===== src/rtl/blob_pkg.sv =====
`default_nettype none

package blob_pkg;

	localparam int unsigned ADDR_W = 18;
	localparam int unsigned PIXEL_W = 32;
	localparam int unsigned COORD_W = 9;
	localparam int unsigned LABEL_W = 16;
	localparam int unsigned SIZE_W = 17;

	typedef logic [ADDR_W-1:0] addr_t;
	typedef logic [PIXEL_W-1:0] pixel_t; // Zero is an unlabeled foreground pixel
	typedef logic [COORD_W-1:0] coord_t;
	typedef logic [LABEL_W-1:0] label_t;
	typedef logic [2*COORD_W-1:0] stack_entry_t; // {x, y}
	typedef logic [SIZE_W-1:0] blob_size_t;

	localparam label_t FIRST_LABEL = 16'd2;

	// Region records, two words per label
	localparam addr_t RECORD_BASE = 18'd200000;
	localparam addr_t RECORD_WORDS = 18'd2;
	localparam addr_t REC_SIZE_WORD = 18'd0;
	localparam addr_t REC_BOX_WORD = 18'd1; // {min_x, min_y, max_x, max_y}

	typedef enum logic [2:0] {
		S_IDLE, S_QUALIFY, S_REQUEST, S_CHECK, S_FILL, S_REC_SIZE, S_REC_BOX, S_DONE
	} scan_state_t;

	typedef enum logic [3:0] {
		F_IDLE, F_PUSH_SEED, F_POP_REQ, F_POP, F_UP_READ, F_UP_CHECK, F_DOWN_READ,
		F_DOWN_CHECK, F_LEFT_READ, F_LEFT_CHECK, F_RIGHT_READ, F_RIGHT_CHECK, F_NEXT
	} fill_state_t;

	function automatic addr_t pixel_addr(coord_t x, coord_t y, int unsigned width);
		return addr_t'(y * width + x);
	endfunction

	// Strictly inside the border margin
	function automatic logic is_inside(coord_t x, coord_t y, int unsigned width,
		int unsigned height, int unsigned border);
		return (x > border) && (x < width - border) && (y > border) && (y < height - border);
	endfunction

endpackage

`default_nettype wire


===== src/rtl/frame_scanner.sv =====
`default_nettype none

module frame_scanner #(
	parameter int unsigned FRAME_WIDTH = 320,
	parameter int unsigned FRAME_HEIGHT = 240,
	parameter int unsigned BORDER = 7
) (
	input wire modified_clock_two_div_by_two,
	input wire arst_n,
	input wire enable,
	input wire blob_pkg::pixel_t data_read,
	input wire blob_pkg::addr_t fill_address,
	input wire fill_wren,
	input wire blob_pkg::pixel_t fill_data,
	input wire fill_done,
	input wire blob_pkg::blob_size_t blob_size,
	input wire blob_pkg::coord_t min_x,
	input wire blob_pkg::coord_t min_y,
	input wire blob_pkg::coord_t max_x,
	input wire blob_pkg::coord_t max_y,
	output blob_pkg::addr_t address,
	output logic wren,
	output blob_pkg::pixel_t data_write,
	output logic done,
	output blob_pkg::label_t blob_count,
	output logic seed_valid,
	output blob_pkg::coord_t seed_x,
	output blob_pkg::coord_t seed_y,
	output blob_pkg::label_t fill_label
);
	import blob_pkg::*;

	localparam coord_t FIRST_X = coord_t'(BORDER + 1);
	localparam coord_t LAST_X = coord_t'(FRAME_WIDTH - BORDER - 1);
	localparam coord_t FIRST_Y = coord_t'(BORDER + 1);
	localparam coord_t LAST_Y = coord_t'(FRAME_HEIGHT - BORDER - 1);

	scan_state_t state;
	coord_t scan_x;
	coord_t scan_y;
	coord_t next_x;
	coord_t next_y;
	logic last_pixel;
	addr_t scan_address;
	logic scan_wren;
	pixel_t scan_data;
	label_t next_label; // Label of the next region found
	addr_t record_addr;

	assign last_pixel = (scan_x == LAST_X) && (scan_y == LAST_Y);
	assign record_addr = RECORD_BASE + addr_t'(next_label) * RECORD_WORDS;

	always_comb begin
		if (scan_x == LAST_X) begin
			next_x = FIRST_X;
			next_y = scan_y + 1'b1;
		end else begin
			next_x = scan_x + 1'b1;
			next_y = scan_y;
		end
	end

	assign seed_x = scan_x;
	assign seed_y = scan_y;
	assign fill_label = next_label;
	assign blob_count = next_label - FIRST_LABEL;
	assign done = (state == S_DONE);

	// Memory port owner
	always_comb begin
		if (state == S_FILL) begin
			address = fill_address;
			wren = fill_wren;
			data_write = fill_data;
		end else begin
			address = scan_address;
			wren = scan_wren;
			data_write = scan_data;
		end
	end

	always_ff @(posedge modified_clock_two_div_by_two or negedge arst_n) begin
		if (!arst_n) begin
			state <= S_IDLE;
			scan_x <= '0;
			scan_y <= '0;
			scan_address <= '0;
			scan_wren <= 1'b0;
			scan_data <= '0;
			next_label <= FIRST_LABEL;
			seed_valid <= 1'b0;
		end else begin
			seed_valid <= 1'b0;
			case (state)
				S_IDLE: begin
					if (enable) begin
						state <= S_QUALIFY;
					end
				end
				S_QUALIFY: begin
					if (enable) begin
						// Second high sample in a row
						scan_x <= FIRST_X;
						scan_y <= FIRST_Y;
						scan_address <= pixel_addr(FIRST_X, FIRST_Y, FRAME_WIDTH);
						next_label <= FIRST_LABEL;
						state <= S_REQUEST;
					end else begin
						state <= S_IDLE;
					end
				end
				S_REQUEST: state <= S_CHECK;
				S_CHECK: begin
					if (data_read == '0) begin
						seed_valid <= 1'b1;
						state <= S_FILL;
					end else if (last_pixel) begin
						state <= S_DONE;
					end else begin
						scan_x <= next_x;
						scan_y <= next_y;
						scan_address <= pixel_addr(next_x, next_y, FRAME_WIDTH);
						state <= S_REQUEST;
					end
				end
				S_FILL: begin
					if (fill_done) begin
						scan_address <= record_addr + REC_SIZE_WORD;
						scan_data <= pixel_t'(blob_size);
						scan_wren <= 1'b1;
						state <= S_REC_SIZE;
					end
				end
				S_REC_SIZE: begin
					scan_address <= record_addr + REC_BOX_WORD;
					scan_data <= {min_x[7:0], min_y[7:0], max_x[7:0], max_y[7:0]};
					state <= S_REC_BOX;
				end
				S_REC_BOX: begin
					scan_wren <= 1'b0;
					next_label <= next_label + 1'b1;
					// Resume after the seed
					if (last_pixel) begin
						state <= S_DONE;
					end else begin
						scan_x <= next_x;
						scan_y <= next_y;
						scan_address <= pixel_addr(next_x, next_y, FRAME_WIDTH);
						state <= S_REQUEST;
					end
				end
				S_DONE: begin
					if (!enable) begin
						state <= S_IDLE;
					end
				end
				default: state <= S_IDLE;
			endcase
		end
	end

endmodule

`default_nettype wire


===== config.mk =====
export PLATFORM = sky130hd
export DESIGN_NAME = frame_scanner
export DESIGN_NICKNAME = d
export VERILOG_FILES = /design/src/rtl/blob_pkg.sv /design/src/rtl/frame_scanner.sv
export SDC_FILE = /design/constraint.sdc
export NUM_CORES = 1
export LEC_CHECK = 0
export ABC_CLOCK_PERIOD_IN_PS = 5500
export BUFFER_PORTS_ARGS = -buffer_cell sky130_fd_sc_hd__buf_4
export CAP_MARGIN = 20
export CORE_ASPECT_RATIO = 1.5
export CORE_MARGIN = 2
export CORE_UTILIZATION = 50
export CTS_BUF_LIST = sky130_fd_sc_hd__clkbuf_16
export DETAILED_ROUTE_END_ITERATION = 16
export PLACE_DENSITY_LB_ADDON = 0.05
export SYNTH_ARGS = -nofsm -noshare
export SYNTH_HDL_FRONTEND = slang
export SYNTH_SLANG_ARGS = --single-unit

===== constraint.sdc =====
create_clock -name modified_clock_two_div_by_two -period 5.5 [get_ports modified_clock_two_div_by_two]
set_input_delay 0.275 -clock modified_clock_two_div_by_two [delete_from_list [all_inputs] [get_ports modified_clock_two_div_by_two]]
set_output_delay 0.275 -clock modified_clock_two_div_by_two [all_outputs]
set_load 0.01 [all_outputs]

==> results.sh <==
export IMPL_overflow=0
export IMPL_grt_usage_pct=28.6
export IMPL_synth_distinct_cells=54
export IMPL_setup_ws_ns=0.745
export IMPL_slew_violations=0
export IMPL_critPathKind="register to register"
export IMPL_cp_max_fo=12
export IMPL_ant_nets=0
export IMPL_cap_violations=0
export IMPL_grt_pass1_wl_um=30000
export IMPL_rows=49
export IMPL_fin_nets=1061
export IMPL_max_slew_margin_pct=39.7
export IMPL_io_buffers=238
export IMPL_crit_slowest_cell="nor2_1"
export IMPL_dieHeight_um=140
export IMPL_fin_worst_skew_ns=0.00716
export IMPL_worstMarginPinSlew_ns=0.904
export IMPL_die_area_um2=13300
export IMPL_holdBufCountCts=1
export IMPL_place_area_um2=8050
export IMPL_yosys_warnings=0
export IMPL_synth_top_area_cell="dfrtp_1"
export IMPL_cts_tree="yes"
export IMPL_yosys_top_cells_area="dfrtp_1 (36%), mux2_2 (9.8%), o21ai_0 (6.1%)"
export IMPL_async_flop_share_pct=100
export IMPL_clock_sinks=89
export IMPL_antenna_found_initial=0
export IMPL_start_util_pct=51.6
export IMPL_crit_path_cell_trace="or4b_4 > nor2_1 > o21ai_0 > ha_1 > ha_1 > fa_1 > a211oi_1 > o21bai_1 > a21oi_1 > xnor3_1 > xnor2_1 > o22ai_1 > mux2_2"
export IMPL_setup_tns_ns=0
export IMPL_drive_above_1_share_pct=35.9
export IMPL_synthToLayoutAreaGrowth_pct=35.6
export IMPL_worstSkewPairLatency_ns=0.34
export IMPL_post_route_period_util_pct=86.4
export IMPL_first_global_vias=5990
export IMPL_fin_area_um2=8400
export IMPL_hold_class="input pin to register"
export IMPL_fin_crit_ns=4.75
export IMPL_rsz0062_at_grt="false"
export IMPL_critPathRequiredTime_ns=5.73
export IMPL_cp_common_cell="ha_1"
export IMPL_status="completed"
export IMPL_wl_um=19000
export IMPL_cts_root_buf="clkbuf_16"
export IMPL_htree_levels=3
export IMPL_setup_violations=0
export IMPL_dp_slack_ns=0.801
export IMPL_post_cts_buffers=0
export IMPL_synth_top_area_share_pct=35.5
export IMPL_startpoint_type="register"
export IMPL_dpl_hpwl_um=14600
export IMPL_cts_buffer_depth=2
export IMPL_vias_per_cell=5.75
export IMPL_holdWs_ns=0.156
export IMPL_syn_inst=688
export IMPL_die_w_um=94.9
export IMPL_cts_made_buffers=9
export IMPL_dr_pass1_iters=5
export IMPL_p_leak_nw=4.05
export IMPL_finalHoldViolCount=0
export IMPL_ys_ff_latch=89
export IMPL_vias=6061
export IMPL_fmax_mhz=210
export IMPL_gp_congestion=0.953
export IMPL_power_mw=2.37
export IMPL_wire_per_inst_um=18.0
export IMPL_synth_edff_count=0
export IMPL_ios=243
export IMPL_slowest_delay_ns=0.62
export IMPL_n_antenna_cell=0
export IMPL_synth_area_per_cell_um2=9.01
export IMPL_dpl_cell_count=1036
export IMPL_path_clk_slew_ns=0.07
export IMPL_synthFlopType="dfrtp_1"
export IMPL_fin_util_pct=69.9
export IMPL_endpoint_kind="register"
export IMPL_final_common_cell="buf_4"
export IMPL_coreArea_um2=12000
export IMPL_final_cells=1055
export IMPL_seq_area_frac_synth_pct=36.0
export IMPL_grt_start_max_net_pins=70
export IMPL_peakVddDrop_mv=0.244
export IMPL_synth_area_um2=6200
export IMPL_powerDensity_nw_per_um2=283
export IMPL_drt_iter0_markers=231
export IMPL_syn_num_nets=852
export IMPL_postCtsResizedCells=0
export IMPL_arrival_ns=4.99
export IMPL_final_cell_mix="buf_4 (243), dfrtp_1 (88), nand2_1 (80), o21ai_0 (74), mux2_2 (54)"
export IMPL_drc=0
==> flip-flops by register name, summed over array words and instances (netlist names) <==
| signal | flops |
|---|---|
| scan_data | 32 |
| scan_address | 18 |
| fill_label | 16 |
| seed_x | 9 |
| seed_y | 9 |
| state | 3 |
| scan_wren | 1 |
| seed_valid | 1 |
==> critical path: cells and delay by family, from the launching register on <==
kind                     cells  cell delay, ns
AO/OA/AOI/OAI                5            1.09
XOR/XNOR                     2            0.56
adder cells (fa/ha/maj)      3            1.06
flip-flops                   1            0.44
multiplexers                 1            0.29
AND/OR/NAND/NOR              2            1.21
==> layer usage <==
metal	vias up	routed length, µm	part of all wire [%]	GRT usage, %
met5	-	0	0	0
met4	0	727	3.8	12.8
met3	45	1530	8.0	5.22
met2	275	9850	52	51.9
met1	2847	6910	36	31.9
li1	2894	-	-	-
==> cells in the mapped netlist (14+ instances only) <==
| master | instances |
|---|---|
| xor2_1 | 21 |
| o21ai_0 | 75 |
| nor2_1 | 43 |
| a21oi_1 | 26 |
| nand4_1 | 17 |
| ha_1 | 22 |
| inv_1 | 15 |
| clkbuf_1 | 38 |
| mux2i_1 | 22 |
| mux2_2 | 54 |
| nand2_1 | 80 |
| a22o_1 | 20 |
| xnor2_1 | 31 |
| dfrtp_1 | 88 |
| nand3_1 | 14 |
==> final timing paths <==
kind	cells past startpoint	startpoint	slack, ns	endpoint
setup / recovery	13	seed_x[2]	0.75	scan_address[15]
hold / removal	2	min_x[6]	0.16	scan_data[30]
setup reg to reg	13	seed_x[2]	0.75	scan_address[15]
hold reg to reg	2	scan_data[14]	0.48	scan_data[14]
max in group asynchronous	3	arst_n	3.96	scan_data[28]
min in group asynchronous	2	arst_n	0.37	scan_data[19]
==> logic make-up after synthesis <==
| kind of cell | synth area share (%) |
|---|---|
| buffers and inverters | 4.14 |
| XOR/XNOR | 7.71 |
| AND/OR/NAND/NOR | 15.8 |
| AO/OA/AOI/OAI | 17.6 |
| flip-flops | 36.0 |
| multiplexers | 13.4 |
| adder cells (fa/ha/maj) | 5.41 |
==> power by group <==
group | internal [mW] | switching, mW | total [mW]
Sequential | 0.737 | 0.164 | 0.901
Clock | 0.351 | 0.263 | 0.614
Combinational | 0.409 | 0.450 | 0.859
Total | 1.50 | 0.877 | 2.37
==> area by class of cell <==
type                       count  area [µm²]
inverter                      15        56.3
fill                         946        3610
sequential                    89        2230
clock buffer                   9         225
multi-input combinational    536        3750
tap                          153         191
timing repair buffer         246        1880
clock inverter                 7        70.1
(Power assumes the default switching activity.)
