<file path="src/rtl/blob_pkg.sv">
`default_nettype none

package blob_pkg;

	localparam int unsigned ADDR_W = 18;
	localparam int unsigned PIXEL_W = 32;
	localparam int unsigned COORD_W = 9;
	localparam int unsigned LABEL_W = 16;
	localparam int unsigned SIZE_W = 17;

	typedef logic [ADDR_W-1:0] addr_t;
	typedef logic [PIXEL_W-1:0] pixel_t; // Zero is an unlabeled foreground pixel
	typedef logic [COORD_W-1:0] coord_t;
	typedef logic [LABEL_W-1:0] label_t;
	typedef logic [2*COORD_W-1:0] stack_entry_t; // {x, y}
	typedef logic [SIZE_W-1:0] blob_size_t;

	localparam label_t FIRST_LABEL = 16'd2;

	// Region records, two words per label
	localparam addr_t RECORD_BASE = 18'd200000;
	localparam addr_t RECORD_WORDS = 18'd2;
	localparam addr_t REC_SIZE_WORD = 18'd0;
	localparam addr_t REC_BOX_WORD = 18'd1; // {min_x, min_y, max_x, max_y}

	typedef enum logic [2:0] {
		S_IDLE, S_QUALIFY, S_REQUEST, S_CHECK, S_FILL, S_REC_SIZE, S_REC_BOX, S_DONE
	} scan_state_t;

	typedef enum logic [3:0] {
		F_IDLE, F_PUSH_SEED, F_POP_REQ, F_POP, F_UP_READ, F_UP_CHECK, F_DOWN_READ,
		F_DOWN_CHECK, F_LEFT_READ, F_LEFT_CHECK, F_RIGHT_READ, F_RIGHT_CHECK, F_NEXT
	} fill_state_t;

	function automatic addr_t pixel_addr(coord_t x, coord_t y, int unsigned width);
		return addr_t'(y * width + x);
	endfunction

	// Strictly inside the border margin
	function automatic logic is_inside(coord_t x, coord_t y, int unsigned width,
		int unsigned height, int unsigned border);
		return (x > border) && (x < width - border) && (y > border) && (y < height - border);
	endfunction

endpackage

`default_nettype wire

</file>
<file path="src/rtl/blob_stats.sv">
`default_nettype none

module blob_stats (
	input wire modified_clock_two_div_by_two,
	input wire arst_n,
	input wire seed_valid,
	input wire pixel_strobe,
	input wire blob_pkg::coord_t pixel_x,
	input wire blob_pkg::coord_t pixel_y,
	output blob_pkg::blob_size_t blob_size,
	output blob_pkg::coord_t min_x,
	output blob_pkg::coord_t min_y,
	output blob_pkg::coord_t max_x,
	output blob_pkg::coord_t max_y
);
	import blob_pkg::*;

	logic first_pixel;

	assign first_pixel = (blob_size == '0);

	always_ff @(posedge modified_clock_two_div_by_two or negedge arst_n) begin
		if (!arst_n) begin
			blob_size <= '0;
			min_x <= '0;
			min_y <= '0;
			max_x <= '0;
			max_y <= '0;
		end else if (seed_valid) begin
			blob_size <= '0; // New region
		end else if (pixel_strobe) begin
			blob_size <= blob_size + 1'b1;
			if (first_pixel) begin
				min_x <= pixel_x;
				min_y <= pixel_y;
				max_x <= pixel_x;
				max_y <= pixel_y;
			end else begin
				// Widen the box
				if (pixel_x < min_x) begin
					min_x <= pixel_x;
				end
				if (pixel_y < min_y) begin
					min_y <= pixel_y;
				end
				if (pixel_x > max_x) begin
					max_x <= pixel_x;
				end
				if (pixel_y > max_y) begin
					max_y <= pixel_y;
				end
			end
		end
	end

endmodule

`default_nettype wire

</file>
<file path="config.mk">
export PLATFORM = sky130hd
export DESIGN_NAME = blob_stats
export DESIGN_NICKNAME = d
export VERILOG_FILES = /design/src/rtl/blob_pkg.sv /design/src/rtl/blob_stats.sv
export SDC_FILE = /design/constraint.sdc
export NUM_CORES = 1
export LEC_CHECK = 0
export BUFFER_PORTS_ARGS = -buffer_cell sky130_fd_sc_hd__buf_2
export CORE_MARGIN = 2
export CORE_UTILIZATION = 55
export DETAILED_ROUTE_END_ITERATION = 10
export GPL_TIMING_DRIVEN = 0
export HOLD_SLACK_MARGIN = 0.1
export PLACE_DENSITY_LB_ADDON = 0.3
export REMOVE_ABC_BUFFERS = 1
export SYNTH_ARGS = -nofsm -noshare
export SYNTH_HDL_FRONTEND = slang
export SYNTH_SLANG_ARGS = --single-unit
</file>
<file path="constraint.sdc">
create_clock -name modified_clock_two_div_by_two -period 2.9 [get_ports modified_clock_two_div_by_two]
set_clock_uncertainty 0.05 [all_clocks]
set_input_delay 0.29 -clock modified_clock_two_div_by_two [delete_from_list [all_inputs] [get_ports modified_clock_two_div_by_two]]
set_output_delay 0.29 -clock modified_clock_two_div_by_two [all_outputs]
set_load 0.005 [all_outputs]
</file>
==> results of run 1 <==
-- where the power goes --
part,switching (mW),internal (mW)
Sequential,0.187,0.937
Clock,0.252,0.167
Combinational,0.777,0.599
-- layout make-up --
type                    instances  area [um^2]
clock buffers                   5         68.8
clock inverters                 3         17.5
repair buffers                 78          448
well taps                      77         96.3
multi-input cells             289         2110
flip-flops and latches         53         1330
fillers                       533         2100
inverters                      40          150
-- kinds of logic after synthesis --
kind of cell               synth area share [%]
muxes                                      5.96
DFF                                        37.2
and+or+nand+nor                            19.6
xor gates and xnor gates                   3.44
AOI/OAI and AO/OA                          14.8
buffers and inverters                      6.38
adders and majority gates                  12.6
-- timing repair --
action	CTS	global route
pin swaps	1	1
buffers inserted	0	1
endpoints found under the hold margin	0	14
endpoints found under the setup margin	19	9
gates cloned	2	0
resized for setup	5	3
hold buffers	0	1
-- layer usage --
metal	up-vias	part of all wire [%]	track usage, %
li1	1578	-	-
met1	1585	44	31.6
met2	113	50	41.7
met3	10	5.8	4.13
met4	0	0.92	7.79
met5	-	0	0
-- worst paths after layout --
path	start	to	slack [ns]	depth (start not counted)
max in group asynchronous	arst_n	min_y[7]	1.89	3
setup reg to reg	blob_size[0]	min_x[7]	0.24	8
hold reg to reg	min_x[5]	min_x[5]	0.49	1
min in group asynchronous	arst_n	max_x[2]	0.37	2
hold / removal	pixel_x[0]	min_x[0]	0.21	2
setup / recovery	blob_size[0]	min_x[7]	0.24	8
-- registers in the layout, indices dropped and copies added (netlist names) --
register	flops
blob_size	17
max_x	9
max_y	9
min_x	9
min_y	9
-- stage by stage --
step	setup TNS [ns]	instance area, um^2	instances
finish	0	4220	545
global route	0	4220	545
CTS	0	4140	542
detailed placement	-7.48	3990	532
global placement	-10.88	3960	531
floorplan	0	3490	380
-- critical path, cell delays in order (launching register included) --
cell,delay (ns)
dfrtp_1,0.47
inv_1,0.09
ha_1,0.14
nor4b_4,0.42
nand4_4,0.32
nor3b_1,0.27
a221oi_4,0.30
buf_12,0.17
mux2_2,0.33
-- cells in the mapped netlist (10+ instances only) --
cell,n,area share [%]
dfrtp_1,53,37
inv_1,40,4.2
nand2_1,37,3.9
ha_1,36,13
a21oi_1,33,4.6
nand3_1,33,4.6
nor2_1,20,2.1
mux2_2,18,5.7
o22ai_1,16,2.8
nand4_1,15,2.6
clkbuf_1,14,1.5
xor2_1,12,2.9
o2111ai_1,10,2.5
==> flow_metrics.tcl, run 1 <==
set metrics [dict create \
    finalCritPeriodShare_pct 91.8 \
    post-route-util_pct 66.8 \
    cp-end-kind "flop" \
    cts_buffer_depth 2 \
    synth_edf_count 0 \
    cts_inserted_buffers 5 \
    drt-total-wl_um 8680 \
    layout-area-overhead-vs-synth_pct 18.2 \
    diodes 0 \
    power_mw 2.92 \
    crit_path_max_fanout 11 \
    ant_nets 0 \
    grt_usage_pct 24.4 \
    drv_cap 0 \
    clk_pin_slew_ns 0.10 \
    die-area_um2 7150 \
    start_util_pct 56.5 \
    hold_viol_final 0 \
    drt_first_pass_iters 5 \
    hold_path_class "input pin to flop" \
    ioPinCount 75 \
    place_congestion 0.862 \
    dieWidth_um 84.6 \
    finalSetupViolations 0 \
    fin_hold_ws_ns 0.214 \
    syn-cell-area_um2 3570 \
    synth_cell_type_count 40 \
    setup_ws_ns 0.239 \
    ys_ff_latch 53 \
    status "finished, final reports clean" \
    drt-initial-drc-count 132 \
    power.leakage_nw 2.06 \
    avgSynthCellArea_um2 8.92 \
    ir_drop_mv 0.394 \
    die_y_um 84.6 \
    cp.arrival_ns 2.81 \
    clk_latency_ns 0.31 \
    report.final.slew_viol_count 0 \
    rsz0062_at_grt "no" \
    grt_pass1_vias 3090 \
    drive_gt1_share_pct 25.9 \
    cts.sinks 53 \
    cp_data_required_time_ns 3.05 \
    cts-root-buf "clkbuf_8" \
    numPortBuffers 74 \
    vias_per_cell 6.03 \
    layout_commonest_cell "buf_2" \
    cts_max_level 2 \
    antenna_found_initial 0 \
    cellPowerDensity_nw_per_um2 692 \
    slew_headroom_pct 17.1 \
    ys_seq_area_share_pct 37.2 \
    grt-ovfl-total 0 \
    core_um2 6310 \
    cts_tree "yes" \
    fin_nets 525 \
    startpoint_type "flop" \
    tightest_slew_ns 1.23 \
    ys.flop_type "dfrtp_1" \
    detail_route.wl_per_cell_um 15.9 \
    mostFrequentLayoutCells "74 x buf_2, 53 x dfrtp_1, 40 x inv_1" \
    grt_first_pass_wirelength_um 14300 \
    via_count 3286 \
    drc 0 \
    period_minus_slack_ns 2.66 \
    grt_max_degree 54 \
    syn-instance-count 400 \
    yosys_warnings 0 \
    post-place-ws_ns -0.571 \
    synthArstFlopShare_pct 100 \
    rows 29 \
    place_hpwl_um 5790 \
    path_class "flop to flop" \
    fmax_mhz 376 \
]
(Power assumes the default switching activity.)
==> run 2, diff against run 1 <==
--- a/config.mk
+++ b/config.mk
@@ -12,6 +12,7 @@
 export GPL_TIMING_DRIVEN = 0
 export HOLD_SLACK_MARGIN = 0.1
 export PLACE_DENSITY_LB_ADDON = 0.3
+export RECOVER_POWER = 100
 export REMOVE_ABC_BUFFERS = 1
 export SYNTH_ARGS = -nofsm -noshare
 export SYNTH_HDL_FRONTEND = slang
==> run 2 against run 1 <==
Net effect:
- combinational power hardly changed
- first-iteration DRC count down 4.5%
- register-to-register slack hardly changed
- sequential power hardly changed
- cell area is 0.95% lower
- wire length about the same
- worst hold slack lost 0.0010 ns
- critical endpoint unchanged
- largest cell class unchanged
==> flow_metrics.tcl, run 2 (same netlist as run 1, synthesis figures left out) <==
set metrics [dict create \
    status "finished, final reports clean" \
    layout-area-overhead-vs-synth_pct 17.0 \
    layout_commonest_cell "buf_2" \
    cts_buffer_depth 2 \
    setup_ws_ns 0.235 \
    r2r_end "min_x[7]" \
    fmax_mhz 375 \
    via_count 3273 \
    cp.arrival_ns 2.82 \
    drc 0 \
    cts_max_level 2 \
    startpoint_type "flop" \
    drv_cap 0 \
    drive_gt1_share_pct 21.6 \
    cp_cell_sequence "inv_1 > ha_1 > nor4b_4 > nand4_4 > nor3b_1 > a221oi_4 > buf_12 > mux2_2" \
    mostFrequentLayoutCells "54 x buf_2, 53 x dfrtp_1, 40 x inv_1" \
    largest_reg_flops 17 \
    max_stage_delay_ns 0.47 \
    grt_max_degree 54 \
    path_class "flop to flop" \
    cts_inserted_buffers 5 \
    drt-total-wl_um 8670 \
    clk_pin_slew_ns 0.10 \
    power_mw 2.90 \
    cp_data_required_time_ns 3.05 \
    place_congestion 0.862 \
    r2r-start "blob_size[0]" \
    tightest_slew_ns 1.22 \
    grt_usage_pct 24.4 \
    place_hpwl_um 5790 \
    drt_first_pass_iters 5 \
    finalSetupViolations 0 \
    ff2ff_path_depth 8 \
    hold_viol_final 0 \
    cp-end-kind "flop" \
    top_register "blob_size" \
    rows 29 \
    grt_pass1_vias 3090 \
    r2r_setup_slack_ns 0.23 \
    numPortBuffers 74 \
    rsz0062_at_grt "no" \
    crit_end "min_x[7]" \
    ioPinCount 75 \
    fin_area_um2 4180 \
    clk_latency_ns 0.31 \
    cts-root-buf "clkbuf_8" \
    antenna_found_initial 0 \
    ant_nets 0 \
    fin_hold_ws_ns 0.213 \
    ir_drop_mv 0.388 \
    diodes 0 \
    period_minus_slack_ns 2.67 \
    vias_per_cell 6.01 \
    cts_tree "yes" \
    critPathSlowestCell "dfrtp_1" \
    drt-initial-drc-count 126 \
    detail_route.wl_per_cell_um 15.9 \
    cellPowerDensity_nw_per_um2 693 \
    die_y_um 84.6 \
    hold_path_class "input pin to flop" \
    start_util_pct 56.5 \
    post-route-util_pct 66.2 \
    dieWidth_um 84.6 \
    report.final.slew_viol_count 0 \
    cts.sinks 53 \
    finalCritPeriodShare_pct 91.9 \
    grt-ovfl-total 0 \
    fin_nets 525 \
    power.leakage_nw 1.99 \
    core_um2 6310 \
    fill_cells 546 \
    slew_headroom_pct 18.2 \
    die-area_um2 7150 \
    critPathLaunch "blob_size[0]" \
    grt_first_pass_wirelength_um 14300 \
    place_area_um2 3990 \
    crit_path_max_fanout 11 \
    post-place-ws_ns -0.571 \
]
run 2: power by group:
part | switching [mW] | internal [mW] | leakage [nW]
combinational | 0.777 | 0.572 | 1.29
clock | 0.252 | 0.167 | 0.0439
sequential | 0.190 | 0.937 | 0.654
total | 1.22 | 1.68 | 1.99
run 2: stage by stage:
step,setup TNS (ns),std cells
after CTS,0,542
after detailed placement,-7.48,532
after global placement,-10.88,531
after global routing,0,545
after floorplan,0,380
final,0,545
run 2: layout make-up:
cell class | instances | area (um^2) | share of cell area, %
multi-input combinational | 289 | 2110 | 50.5
clock inverter | 3 | 17.5 | 0.419
sequential | 53 | 1330 | 31.8
timing repair buffer | 78 | 408 | 9.77
inverter | 40 | 150 | 3.59
tap | 77 | 96.3 | 2.31
clock buffer | 5 | 68.8 | 1.65
run 2: worst min-delay path by stage:
stage	cells past startpoint	endpoint	startpoint
detailed placement	1	min_x[2]	min_x[2]
global route	2	min_x[2]	pixel_x[2]
floorplan	0	blob_size[0]	arst_n
finish	2	max_y[0]	pixel_y[0]
global placement	1	min_x[5]	min_x[5]
CTS	1	min_x[4]	arst_n
run 2: repair_timing:
action,4_1_cts,5_1_grt
endpoints found under the hold margin,0,14
pin swaps,1,1
gates resized for setup,5,3
hold buffers,0,1
endpoints found under the setup margin,19,9
gates cloned,2,0
setup buffers,0,1
run 2: critical path, delay by kind of cell (launching register included):
kind	cells	cell delay, ns
multiplexers	1	0.33
AND/OR/NAND/NOR	3	1.01
flip-flops	1	0.47
adder cells (fa/ha/maj)	1	0.14
AO/OA/AOI/OAI	1	0.30
buffers and inverters	2	0.26
run 2: layer usage:
layer	vias up	global-route usage, %	share of wire, %
li1	1581	-	-
met2	112	41.7	50
met4	0	7.79	0.78
met1	1572	31.6	43
met5	-	0	0
met3	8	4.13	5.7
