## src/rtl/blob_pkg.sv

```systemverilog
`default_nettype none

package blob_pkg;

	localparam int unsigned ADDR_W = 18;
	localparam int unsigned PIXEL_W = 32;
	localparam int unsigned COORD_W = 9;
	localparam int unsigned LABEL_W = 16;
	localparam int unsigned SIZE_W = 17;

	typedef logic [ADDR_W-1:0] addr_t;
	typedef logic [PIXEL_W-1:0] pixel_t; // Zero is an unlabeled foreground pixel
	typedef logic [COORD_W-1:0] coord_t;
	typedef logic [LABEL_W-1:0] label_t;
	typedef logic [2*COORD_W-1:0] stack_entry_t; // {x, y}
	typedef logic [SIZE_W-1:0] blob_size_t;

	localparam label_t FIRST_LABEL = 16'd2;

	// Region records, two words per label
	localparam addr_t RECORD_BASE = 18'd200000;
	localparam addr_t RECORD_WORDS = 18'd2;
	localparam addr_t REC_SIZE_WORD = 18'd0;
	localparam addr_t REC_BOX_WORD = 18'd1; // {min_x, min_y, max_x, max_y}

	typedef enum logic [2:0] {
		S_IDLE, S_QUALIFY, S_REQUEST, S_CHECK, S_FILL, S_REC_SIZE, S_REC_BOX, S_DONE
	} scan_state_t;

	typedef enum logic [3:0] {
		F_IDLE, F_PUSH_SEED, F_POP_REQ, F_POP, F_UP_READ, F_UP_CHECK, F_DOWN_READ,
		F_DOWN_CHECK, F_LEFT_READ, F_LEFT_CHECK, F_RIGHT_READ, F_RIGHT_CHECK, F_NEXT
	} fill_state_t;

	function automatic addr_t pixel_addr(coord_t x, coord_t y, int unsigned width);
		return addr_t'(y * width + x);
	endfunction

	// Strictly inside the border margin
	function automatic logic is_inside(coord_t x, coord_t y, int unsigned width,
		int unsigned height, int unsigned border);
		return (x > border) && (x < width - border) && (y > border) && (y < height - border);
	endfunction

endpackage

`default_nettype wire

```

## src/rtl/flood_fill.sv

```systemverilog
`default_nettype none

module flood_fill #(
	parameter int unsigned FRAME_WIDTH = 320,
	parameter int unsigned FRAME_HEIGHT = 240,
	parameter int unsigned BORDER = 7
) (
	input wire modified_clock_two_div_by_two,
	input wire arst_n,
	input wire seed_valid,
	input wire blob_pkg::coord_t seed_x,
	input wire blob_pkg::coord_t seed_y,
	input wire blob_pkg::label_t fill_label,
	input wire blob_pkg::pixel_t data_read,
	output blob_pkg::addr_t fill_address,
	output logic fill_wren,
	output blob_pkg::pixel_t fill_data,
	output logic fill_done,
	output logic push,
	output logic pop,
	output blob_pkg::stack_entry_t push_entry,
	input wire blob_pkg::stack_entry_t top_entry,
	input wire empty,
	output logic pixel_strobe,
	output blob_pkg::coord_t pixel_x,
	output blob_pkg::coord_t pixel_y
);
	import blob_pkg::*;

	fill_state_t state;
	coord_t cur_x;
	coord_t cur_y;
	coord_t left_x;
	coord_t right_x;
	coord_t up_y;
	coord_t down_y;
	coord_t top_x;
	coord_t top_y;
	label_t label;
	logic span_left;
	logic span_right;
	logic zero_read;
	logic pixel_free;
	logic left_free;
	logic right_free;

	assign left_x = cur_x - 1'b1;
	assign right_x = cur_x + 1'b1;
	assign up_y = cur_y - 1'b1;
	assign down_y = cur_y + 1'b1;
	assign top_x = top_entry[2*COORD_W-1 -: COORD_W];
	assign top_y = top_entry[COORD_W-1:0];

	// All checks look at the word read in the previous cycle
	assign zero_read = (data_read == '0);
	assign pixel_free = zero_read && is_inside(cur_x, cur_y, FRAME_WIDTH, FRAME_HEIGHT, BORDER);
	assign left_free = zero_read && is_inside(left_x, cur_y, FRAME_WIDTH, FRAME_HEIGHT, BORDER);
	assign right_free = zero_read && is_inside(right_x, cur_y, FRAME_WIDTH, FRAME_HEIGHT, BORDER);

	assign fill_data = pixel_t'(label);
	assign pixel_x = cur_x; // Stable while the strobe is high
	assign pixel_y = cur_y;

	always_ff @(posedge modified_clock_two_div_by_two) begin
		if (state == F_IDLE && seed_valid) begin
			label <= fill_label;
		end
	end

	always_ff @(posedge modified_clock_two_div_by_two or negedge arst_n) begin
		if (!arst_n) begin
			state <= F_IDLE;
			cur_x <= '0;
			cur_y <= '0;
			span_left <= 1'b0;
			span_right <= 1'b0;
			fill_address <= '0;
			fill_wren <= 1'b0;
			fill_done <= 1'b0;
			push <= 1'b0;
			pop <= 1'b0;
			push_entry <= '0;
			pixel_strobe <= 1'b0;
		end else begin
			push <= 1'b0;
			pop <= 1'b0;
			fill_done <= 1'b0;
			pixel_strobe <= 1'b0;
			case (state)
				F_IDLE: begin
					if (seed_valid) begin
						push <= 1'b1;
						push_entry <= {seed_x, seed_y};
						state <= F_PUSH_SEED;
					end
				end
				F_PUSH_SEED: begin
					pop <= 1'b1; // Seed lands at the end of this cycle
					state <= F_POP_REQ;
				end
				F_POP_REQ: state <= F_POP;
				F_POP: begin
					cur_x <= top_x;
					cur_y <= top_y;
					fill_address <= pixel_addr(top_x, top_y, FRAME_WIDTH);
					span_left <= 1'b0;
					span_right <= 1'b0;
					state <= F_UP_READ;
				end
				F_UP_READ: state <= F_UP_CHECK;
				F_UP_CHECK: begin
					if (pixel_free) begin
						cur_y <= up_y;
						fill_address <= pixel_addr(cur_x, up_y, FRAME_WIDTH);
						state <= F_UP_READ;
					end else begin
						// Top edge found, step back down
						cur_y <= down_y;
						fill_address <= pixel_addr(cur_x, down_y, FRAME_WIDTH);
						state <= F_DOWN_READ;
					end
				end
				F_DOWN_READ: state <= F_DOWN_CHECK;
				F_DOWN_CHECK: begin
					if (pixel_free) begin
						pixel_strobe <= 1'b1;
						fill_address <= pixel_addr(left_x, cur_y, FRAME_WIDTH);
						state <= F_LEFT_READ;
					end else begin
						state <= F_NEXT;
					end
				end
				F_LEFT_READ: begin
					fill_address <= pixel_addr(cur_x, cur_y, FRAME_WIDTH);
					fill_wren <= 1'b1; // Label write overlaps the left check
					state <= F_LEFT_CHECK;
				end
				F_LEFT_CHECK: begin
					fill_wren <= 1'b0;
					fill_address <= pixel_addr(right_x, cur_y, FRAME_WIDTH);
					if (left_free && !span_left) begin
						push <= 1'b1;
						push_entry <= {left_x, cur_y};
						span_left <= 1'b1;
					end else if (!zero_read) begin
						span_left <= 1'b0;
					end
					state <= F_RIGHT_READ;
				end
				F_RIGHT_READ: begin
					fill_address <= pixel_addr(cur_x, down_y, FRAME_WIDTH);
					state <= F_RIGHT_CHECK;
				end
				F_RIGHT_CHECK: begin
					if (right_free && !span_right) begin
						push <= 1'b1;
						push_entry <= {right_x, cur_y};
						span_right <= 1'b1;
					end else if (!zero_read) begin
						span_right <= 1'b0;
					end
					cur_y <= down_y; // Pixel below is already being read
					state <= F_DOWN_CHECK;
				end
				F_NEXT: begin
					if (!empty) begin
						pop <= 1'b1;
						state <= F_POP_REQ;
					end else begin
						fill_done <= 1'b1;
						state <= F_IDLE;
					end
				end
				default: state <= F_IDLE;
			endcase
		end
	end

endmodule

`default_nettype wire

```

## config.mk

```make
export PLATFORM = sky130hd
export DESIGN_NAME = flood_fill
export DESIGN_NICKNAME = d
export VERILOG_FILES = /design/src/rtl/blob_pkg.sv /design/src/rtl/flood_fill.sv
export SDC_FILE = /design/constraint.sdc
export NUM_CORES = 1
export LEC_CHECK = 0
export ABC_AREA = 1
export BUFFER_PORTS_ARGS = -buffer_cell sky130_fd_sc_hd__buf_2
export CELL_PAD_IN_SITES_DETAIL_PLACEMENT = 1
export CELL_PAD_IN_SITES_GLOBAL_PLACEMENT = 1
export CORE_MARGIN = 5
export CORE_UTILIZATION = 42
export CTS_BUF_LIST = sky130_fd_sc_hd__clkbuf_8
export DETAILED_ROUTE_END_ITERATION = 12
export HOLD_SLACK_MARGIN = 0.1
export PLACE_DENSITY_LB_ADDON = 0.05
export RECOVER_POWER = 100
export SLEW_MARGIN = 5
export SYNTH_ARGS = -nofsm -noshare
export SYNTH_HDL_FRONTEND = slang
export SYNTH_SLANG_ARGS = --single-unit
```

## constraint.sdc

```tcl
create_clock -name modified_clock_two_div_by_two -period 6.6 [get_ports modified_clock_two_div_by_two]
set_input_delay 1.32 -clock modified_clock_two_div_by_two [delete_from_list [all_inputs] [get_ports modified_clock_two_div_by_two]]
set_output_delay 1.32 -clock modified_clock_two_div_by_two [all_outputs]
set_load 0.005 [all_outputs]
```

==> impl_metrics.yaml, run 1 <==
outcome:
  outcome: "complete, but fails checks"
  violations: "max-capacitance violations, max-slew violations"
sta:
  worstMarginPinSlew_ns: 3.93
  slew_headroom: -1.62
  max_freq_ghz: 0.217
  rsz0062_at_grt: "no"
  drv_slew: 85
  finalSetupTns_ns: 0
  hold_viol: 0
  setup_slack_ns: 1.99
  setup_violations: 0
  fin_crit_ns: 4.61
  finClkSkew_ns: 0.0113
  min_period_over_period: 0.698
setup_path:
  start_kind: "primary input"
  cp_top_family: "buffers and inverters"
  worstSetupEndpointType: "async pin"
  arrival_ns: 4.21
  critical_path.cell_chain: "buf_2, clkbuf_1"
  critical_path.max_fanout: 65
  crit_type: "in -> async"
  required_ns: 6.20
  cpPeakStageDelay_ns: 2.73
  cp.buffers_inverters: 2
  crit_path_top_delay_cell: "clkbuf_1"
route:
  drtIter0Drc: 520
  postRouteWirelength_mm: 28.9
  drc_errors: 0
  wl_per_cell_um: 18.0
  viasPerCell: 5.34
  vias: 8574
  dr.pass1.iters: 5
  drtAntennaViolNets: 0
cts:
  cts_made_buffers: 9
  cts_tree: "done"
  cts_root_buffer: "clkbuf_8"
  cts_resized: 0
  post_cts_buffers: 0
  cts_buffer_depth: 2
  cts.clk_slew.worst_paths_ns: 0.09
  clk_latency_ns: 0.39
  cts_num_sinks: 81
  cts_hold_buf: 0
  cts_max_level: 3
job:
  maxCapViolations: 1
synth:
  synth-seq-cells: 81
  synth_cell_type_count: 45
  async_reset_ff_frac: 0.802
  yosysTopAreaCell: "dfrtp_1"
  synth.area.top_cells: "dfrtp_1 (20%), nand2_1 (18%), ha_1 (11%)"
  ys.flop_type: "dfrtp_1"
  syn_inst: 1213
  netlist_area_sq_um: 8020
  syn_avg_cell_area_sq_um: 6.61
  seq_area_frac_synth: 0.263
  yosys_warnings: 0
  synth_top_area_frac: 0.203
  synth_edf_count: 16
global_route:
  grt.total_usage: 0.260
  grt_max_degree: 66
  grt_remaining_overflow: 0
  grt_pass1_wl_mm: 45.9
  grt_pass1_vias: 8695
  antenna_found_initial: 0
floorplanning:
  io_pins: 179
  start_util: 0.428
  fp.dieW_um: 148
  die_h_um: 148
  rows: 50
  die_area_sq_um: 22000
  core_sq_um: 18800
cells_and_area:
  final_cell_area_sq_um: 9030
  diodes: 0
  final_core_util: 0.481
  layout-drive-gt1-share: 0.115
  syn2layout_area_growth_pct: 12.5
  fin_nets: 1532
placement:
  port_buffers: 162
  post-dp-hpwl_mm: 23.7
  postPlaceCellArea_sq_um: 8970
  pre_cts_ws_ns: 2.46
  gp_congestion: 0.923
worst_hold_path:
  hp-class: "reg -> reg"
## final cells by class
type                       count  area [sq um]
tap                          234           293
sequential                    81          2110
multi-input combinational    961          5130
clock inverter                 7          52.6
clock buffer                   9           124
timing repair buffer         165           767
inverter                     149           559
fill                        2614          9740
## kinds of logic after synthesis
logic type,count (synthesis),synth area share
xor gates and xnor gates,41,0.0448
AOI/OAI and AO/OA,139,0.102
other,1,0.000467
adders and majority gates,77,0.128
buffers and inverters,186,0.0985
DFF,81,0.263
and+or+nand+nor,688,0.364
## cell usage in the layout (no fill, tap or decap), types with 2 or more instances in the layout
master and n:
nand2_1 391, inv_1 141, nor2_1 140, buf_2 118
nand3_1 84, ha_1 69, dfrtp_1 65, o21ai_0 63
clkbuf_1 47, nand4_1 37, a21oi_1 32, xor2_1 30
conb_1 16, edfxtp_1 16, o211ai_1 12, nor3_1 11
xnor2_1 11, a31oi_1 10, or2_2 9, clkbuf_8 9
fa_1 8, o22ai_1 5, inv_2 4, clkinv_1 4
o221ai_1 4, o2111ai_1 4, nor2_2 3, nand3_2 3
o21a_1 3, nand3b_1 3, nor3_2 2, nor4_1 2
a22oi_1 2, inv_6 2, clkinv_4 2, clkinv_2 2
## tightest hold or removal path: cells and delay by family, from the launching register on
kind / cells / cell delay, ns
AND/OR/NAND/NOR: 2 / 0.10
flip-flops: 1 / 0.35
## path summary, 6_finish.rpt
kind,startpoint,to,slack (ns),cells past startpoint
max reg2reg,state[0]$_DFFE_PN0N_,fill_address[7]$_DFFE_PN0P_,2.19,10
min reg2reg,push_entry[9]$_DFFE_PN0P_,push_entry[9]$_DFFE_PN0P_,0.48,2
min,push_entry[9]$_DFFE_PN0P_,push_entry[9]$_DFFE_PN0P_,0.48,2
min in group asynchronous,arst_n,push_entry[4]$_DFFE_PN0P_,2.39,2
max,arst_n,fill_address[16]$_DFFE_PN0P_,1.99,2
max in group modified_clock_two_div_by_two,state[0]$_DFFE_PN0N_,fill_address[7]$_DFFE_PN0P_,2.19,10
## cells in the mapped netlist (all sizes together) (4+ instances only)
cell       n
nor2     144
o2111ai    4
nand2    393
o22ai      5
ha        69
edfxtp    16
xor2      30
o21ai     64
clkinv     4
nand4     37
nor3      13
dfrtp     65
or2        9
nand3     87
inv      145
o221ai     4
buf       26
clkbuf    11
xnor2     11
o211ai    12
a31oi     10
a21oi     32
fa         8
## layer usage
metal  part of all wire  track usage  vias up
met5                  0            0        -
met4              0.021       0.0711        0
met3              0.041       0.0326       35
met2               0.49        0.457      202
met1               0.45        0.338     4104
li1                   -            -     4233
## registers in the layout (all words and copies together), names as in the netlist, 4 cells and up
name          flops
fill_address     18
pixel_y           9
push_entry       18
pixel_x           9
label            16
state             4
## metrics by stage
| step | std cells | hold slack (ns) |
|---|---|---|
| after floorplan | 1228 | 0.465 |
| after detailed placement | 1590 | 0.456 |
| after CTS | 1606 | 0.478 |
| final | 1606 | 0.479 |
| after global routing | 1606 | 0.495 |
| after global placement | 1590 | 0.450 |
Power of run 1 is not shown: default switching activity piles up to over one toggle a cycle in this logic, so the estimate is an artifact.
==> inputs of run 2 (changes only) <==
--- a/config.mk
+++ b/config.mk
@@ -10,7 +10,7 @@
 export CELL_PAD_IN_SITES_DETAIL_PLACEMENT = 1
 export CELL_PAD_IN_SITES_GLOBAL_PLACEMENT = 1
 export CORE_MARGIN = 5
-export CORE_UTILIZATION = 42
+export CORE_UTILIZATION = 40
 export CTS_BUF_LIST = sky130_fd_sc_hd__clkbuf_8
 export DETAILED_ROUTE_END_ITERATION = 12
 export HOLD_SLACK_MARGIN = 0.1
==> constraint.sdc (replaced) <==
create_clock -name modified_clock_two_div_by_two -period 4.7 [get_ports modified_clock_two_div_by_two]
set_input_delay 0.94 -clock modified_clock_two_div_by_two [delete_from_list [all_inputs] [get_ports modified_clock_two_div_by_two]]
set_output_delay 0.94 -clock modified_clock_two_div_by_two [all_outputs]
set_load 0.005 [all_outputs]
==> impl_metrics.yaml, run 2 (synthesis results as in run 1) <==
setup_path:
  cpPeakStageDelay_ns: 0.58
  worstSetupEndpointType: "flop"
  critical_path.max_fanout: 11
  reg2reg_depth: 20
  path_depth: 20
  cp.buffers_inverters: 3
  ff2ff_setup_slack_ns: 0.68
  rr_endpoint: "fill_address[17]$_DFFE_PN0P_"
  crit_type: "reg -> reg"
  cp_top_family: "adder cells"
  crit_path_top_delay_cell: "fa_1"
  required_ns: 5.02
  endpoint: "fill_address[17]$_DFFE_PN0P_"
  critical_path.cell_chain: "clkinv_1, ha_1, inv_1, ha_1, ha_1, fa_1, nand2_1, nor2_1, nand2_1, nand2_1, nand2_1, nor2_1, nand2_1, nor2_1, nand3_1, nand2_1, nand3_1, nand3_1, nand2_1, inv_1"
  crit_top_cell: "nand2_1"
  r2r_start: "pixel_y[0]$_DFFE_PN0P_"
  arrival_ns: 4.34
  worstSetupStartpoint: "pixel_y[0]$_DFFE_PN0P_"
  start_kind: "flop"
cts:
  cts_num_sinks: 81
  cts_made_buffers: 9
  cts_buffer_depth: 2
  clk_latency_ns: 0.38
  cts_tree: "done"
  cts_root_buffer: "clkbuf_8"
  post_cts_buffers: 0
  cts_max_level: 3
  cts.clk_slew.worst_paths_ns: 0.11
  cts_resized: 0
  cts_hold_buf: 0
route:
  drtAntennaViolNets: 0
  drtIter0Drc: 477
  vias: 8610
  dr.pass1.iters: 5
  drc_errors: 0
  postRouteWirelength_mm: 29.2
  viasPerCell: 5.25
  wl_per_cell_um: 17.8
outcome:
  violations: "max-capacitance violations, max-slew violations"
  outcome: "complete, but fails checks"
placement:
  pre_cts_ws_ns: 0.712
  gp_congestion: 0.929
  post-dp-hpwl_mm: 24.0
  dpl.cell_count: 1625
  port_buffers: 162
sta:
  setup_slack_ns: 0.678
  setup_violations: 0
  min_period_over_period: 0.856
  slew_headroom: -0.419
  hold_viol: 0
  drv_slew: 87
  whs_ns: 0.472
  finalSetupTns_ns: 0
  worstMarginPinSlew_ns: 2.13
  rsz0062_at_grt: "no"
  max_freq_ghz: 0.249
  finClkSkew_ns: 0.0182
  fin_crit_ns: 4.02
cells_and_area:
  layout-drive-gt1-share: 0.110
  stdcell_count: 1641
  final_common_cell: "nand2_1"
  reg.largest.list: "fill_address x18, push_entry x18, label x16"
  fin_nets: 1536
  syn2layout_area_growth_pct: 13.5
  mostFrequentLayoutCells: "nand2_1 (391), nor2_1 (141), inv_1 (139)"
  diodes: 0
job:
  maxCapViolations: 2
global_route:
  grt_pass1_vias: 8560
  grt.total_usage: 0.249
  grt_pass1_wl_mm: 44.9
  antenna_found_initial: 0
  grt_max_degree: 35
  grt_remaining_overflow: 0
floorplanning:
  rows: 51
  die_area_sq_um: 23000
  start_util: 0.410
  io_pins: 179
  fp.dieW_um: 152
  core_sq_um: 19600
  die_h_um: 152
worst_hold_path:
  min_from: "push_entry[9]$_DFFE_PN0P_"
  hp-class: "reg -> reg"
-- run 2: cell types whose count changed in the layout (fill, tap and decap cells not counted), sizes merged --
cell	before	now
bufinv	0	1
buf	118	112
clkinv	8	6
clkbuf	56	66
inv	147	148
-- run 2: worst min-delay path, cell delays in order, from the launching register on --
cell	delay, ns
dfrtp_1	0.35
nand2_1	0.05
nand2_1	0.04
-- run 2: metrics by stage --
| stage | cell area, sq um | util |
|---|---|---|
| 2_1_floorplan | 8080 | - |
| 3_3_place_gp | 9040 | 0.462 |
| 3_5_place_dp | 9040 | 0.462 |
| 4_1_cts | 9250 | 0.472 |
| 5_1_grt | 9110 | 0.465 |
| 6_report | 9110 | 0.465 |
-- run 2: worst min path at each step --
stage | endpoint | slack, ns | cells after the start
detailed placement | push_entry[7]$_DFFE_PN0P_ | 0.45 | 2
CTS | push_entry[7]$_DFFE_PN0P_ | 0.48 | 2
finish | push_entry[9]$_DFFE_PN0P_ | 0.47 | 2
floorplan | push_entry[10]$_DFFE_PN0P_ | 0.47 | 2
global placement | push_entry[9]$_DFFE_PN0P_ | 0.45 | 2
global route | push_entry[16]$_DFFE_PN0P_ | 0.49 | 2
-- run 2: metal layers --
metal  global-route usage  wire length (um)
met5                    0                 0
met4               0.0719               565
met3               0.0312              1420
met2                0.422             13900
met1                0.334             13300
-- run 2: final cells by class --
cell class | count | area [sq um]
clock buffer | 9 | 124
clock inverter | 7 | 83.8
inverter | 149 | 559
tap | 265 | 332
sequential | 81 | 2110
fill | 2721 | 10500
timing repair buffer | 169 | 781
multi-input combinational | 961 | 5120
Power of run 2 is left out for the same reason.
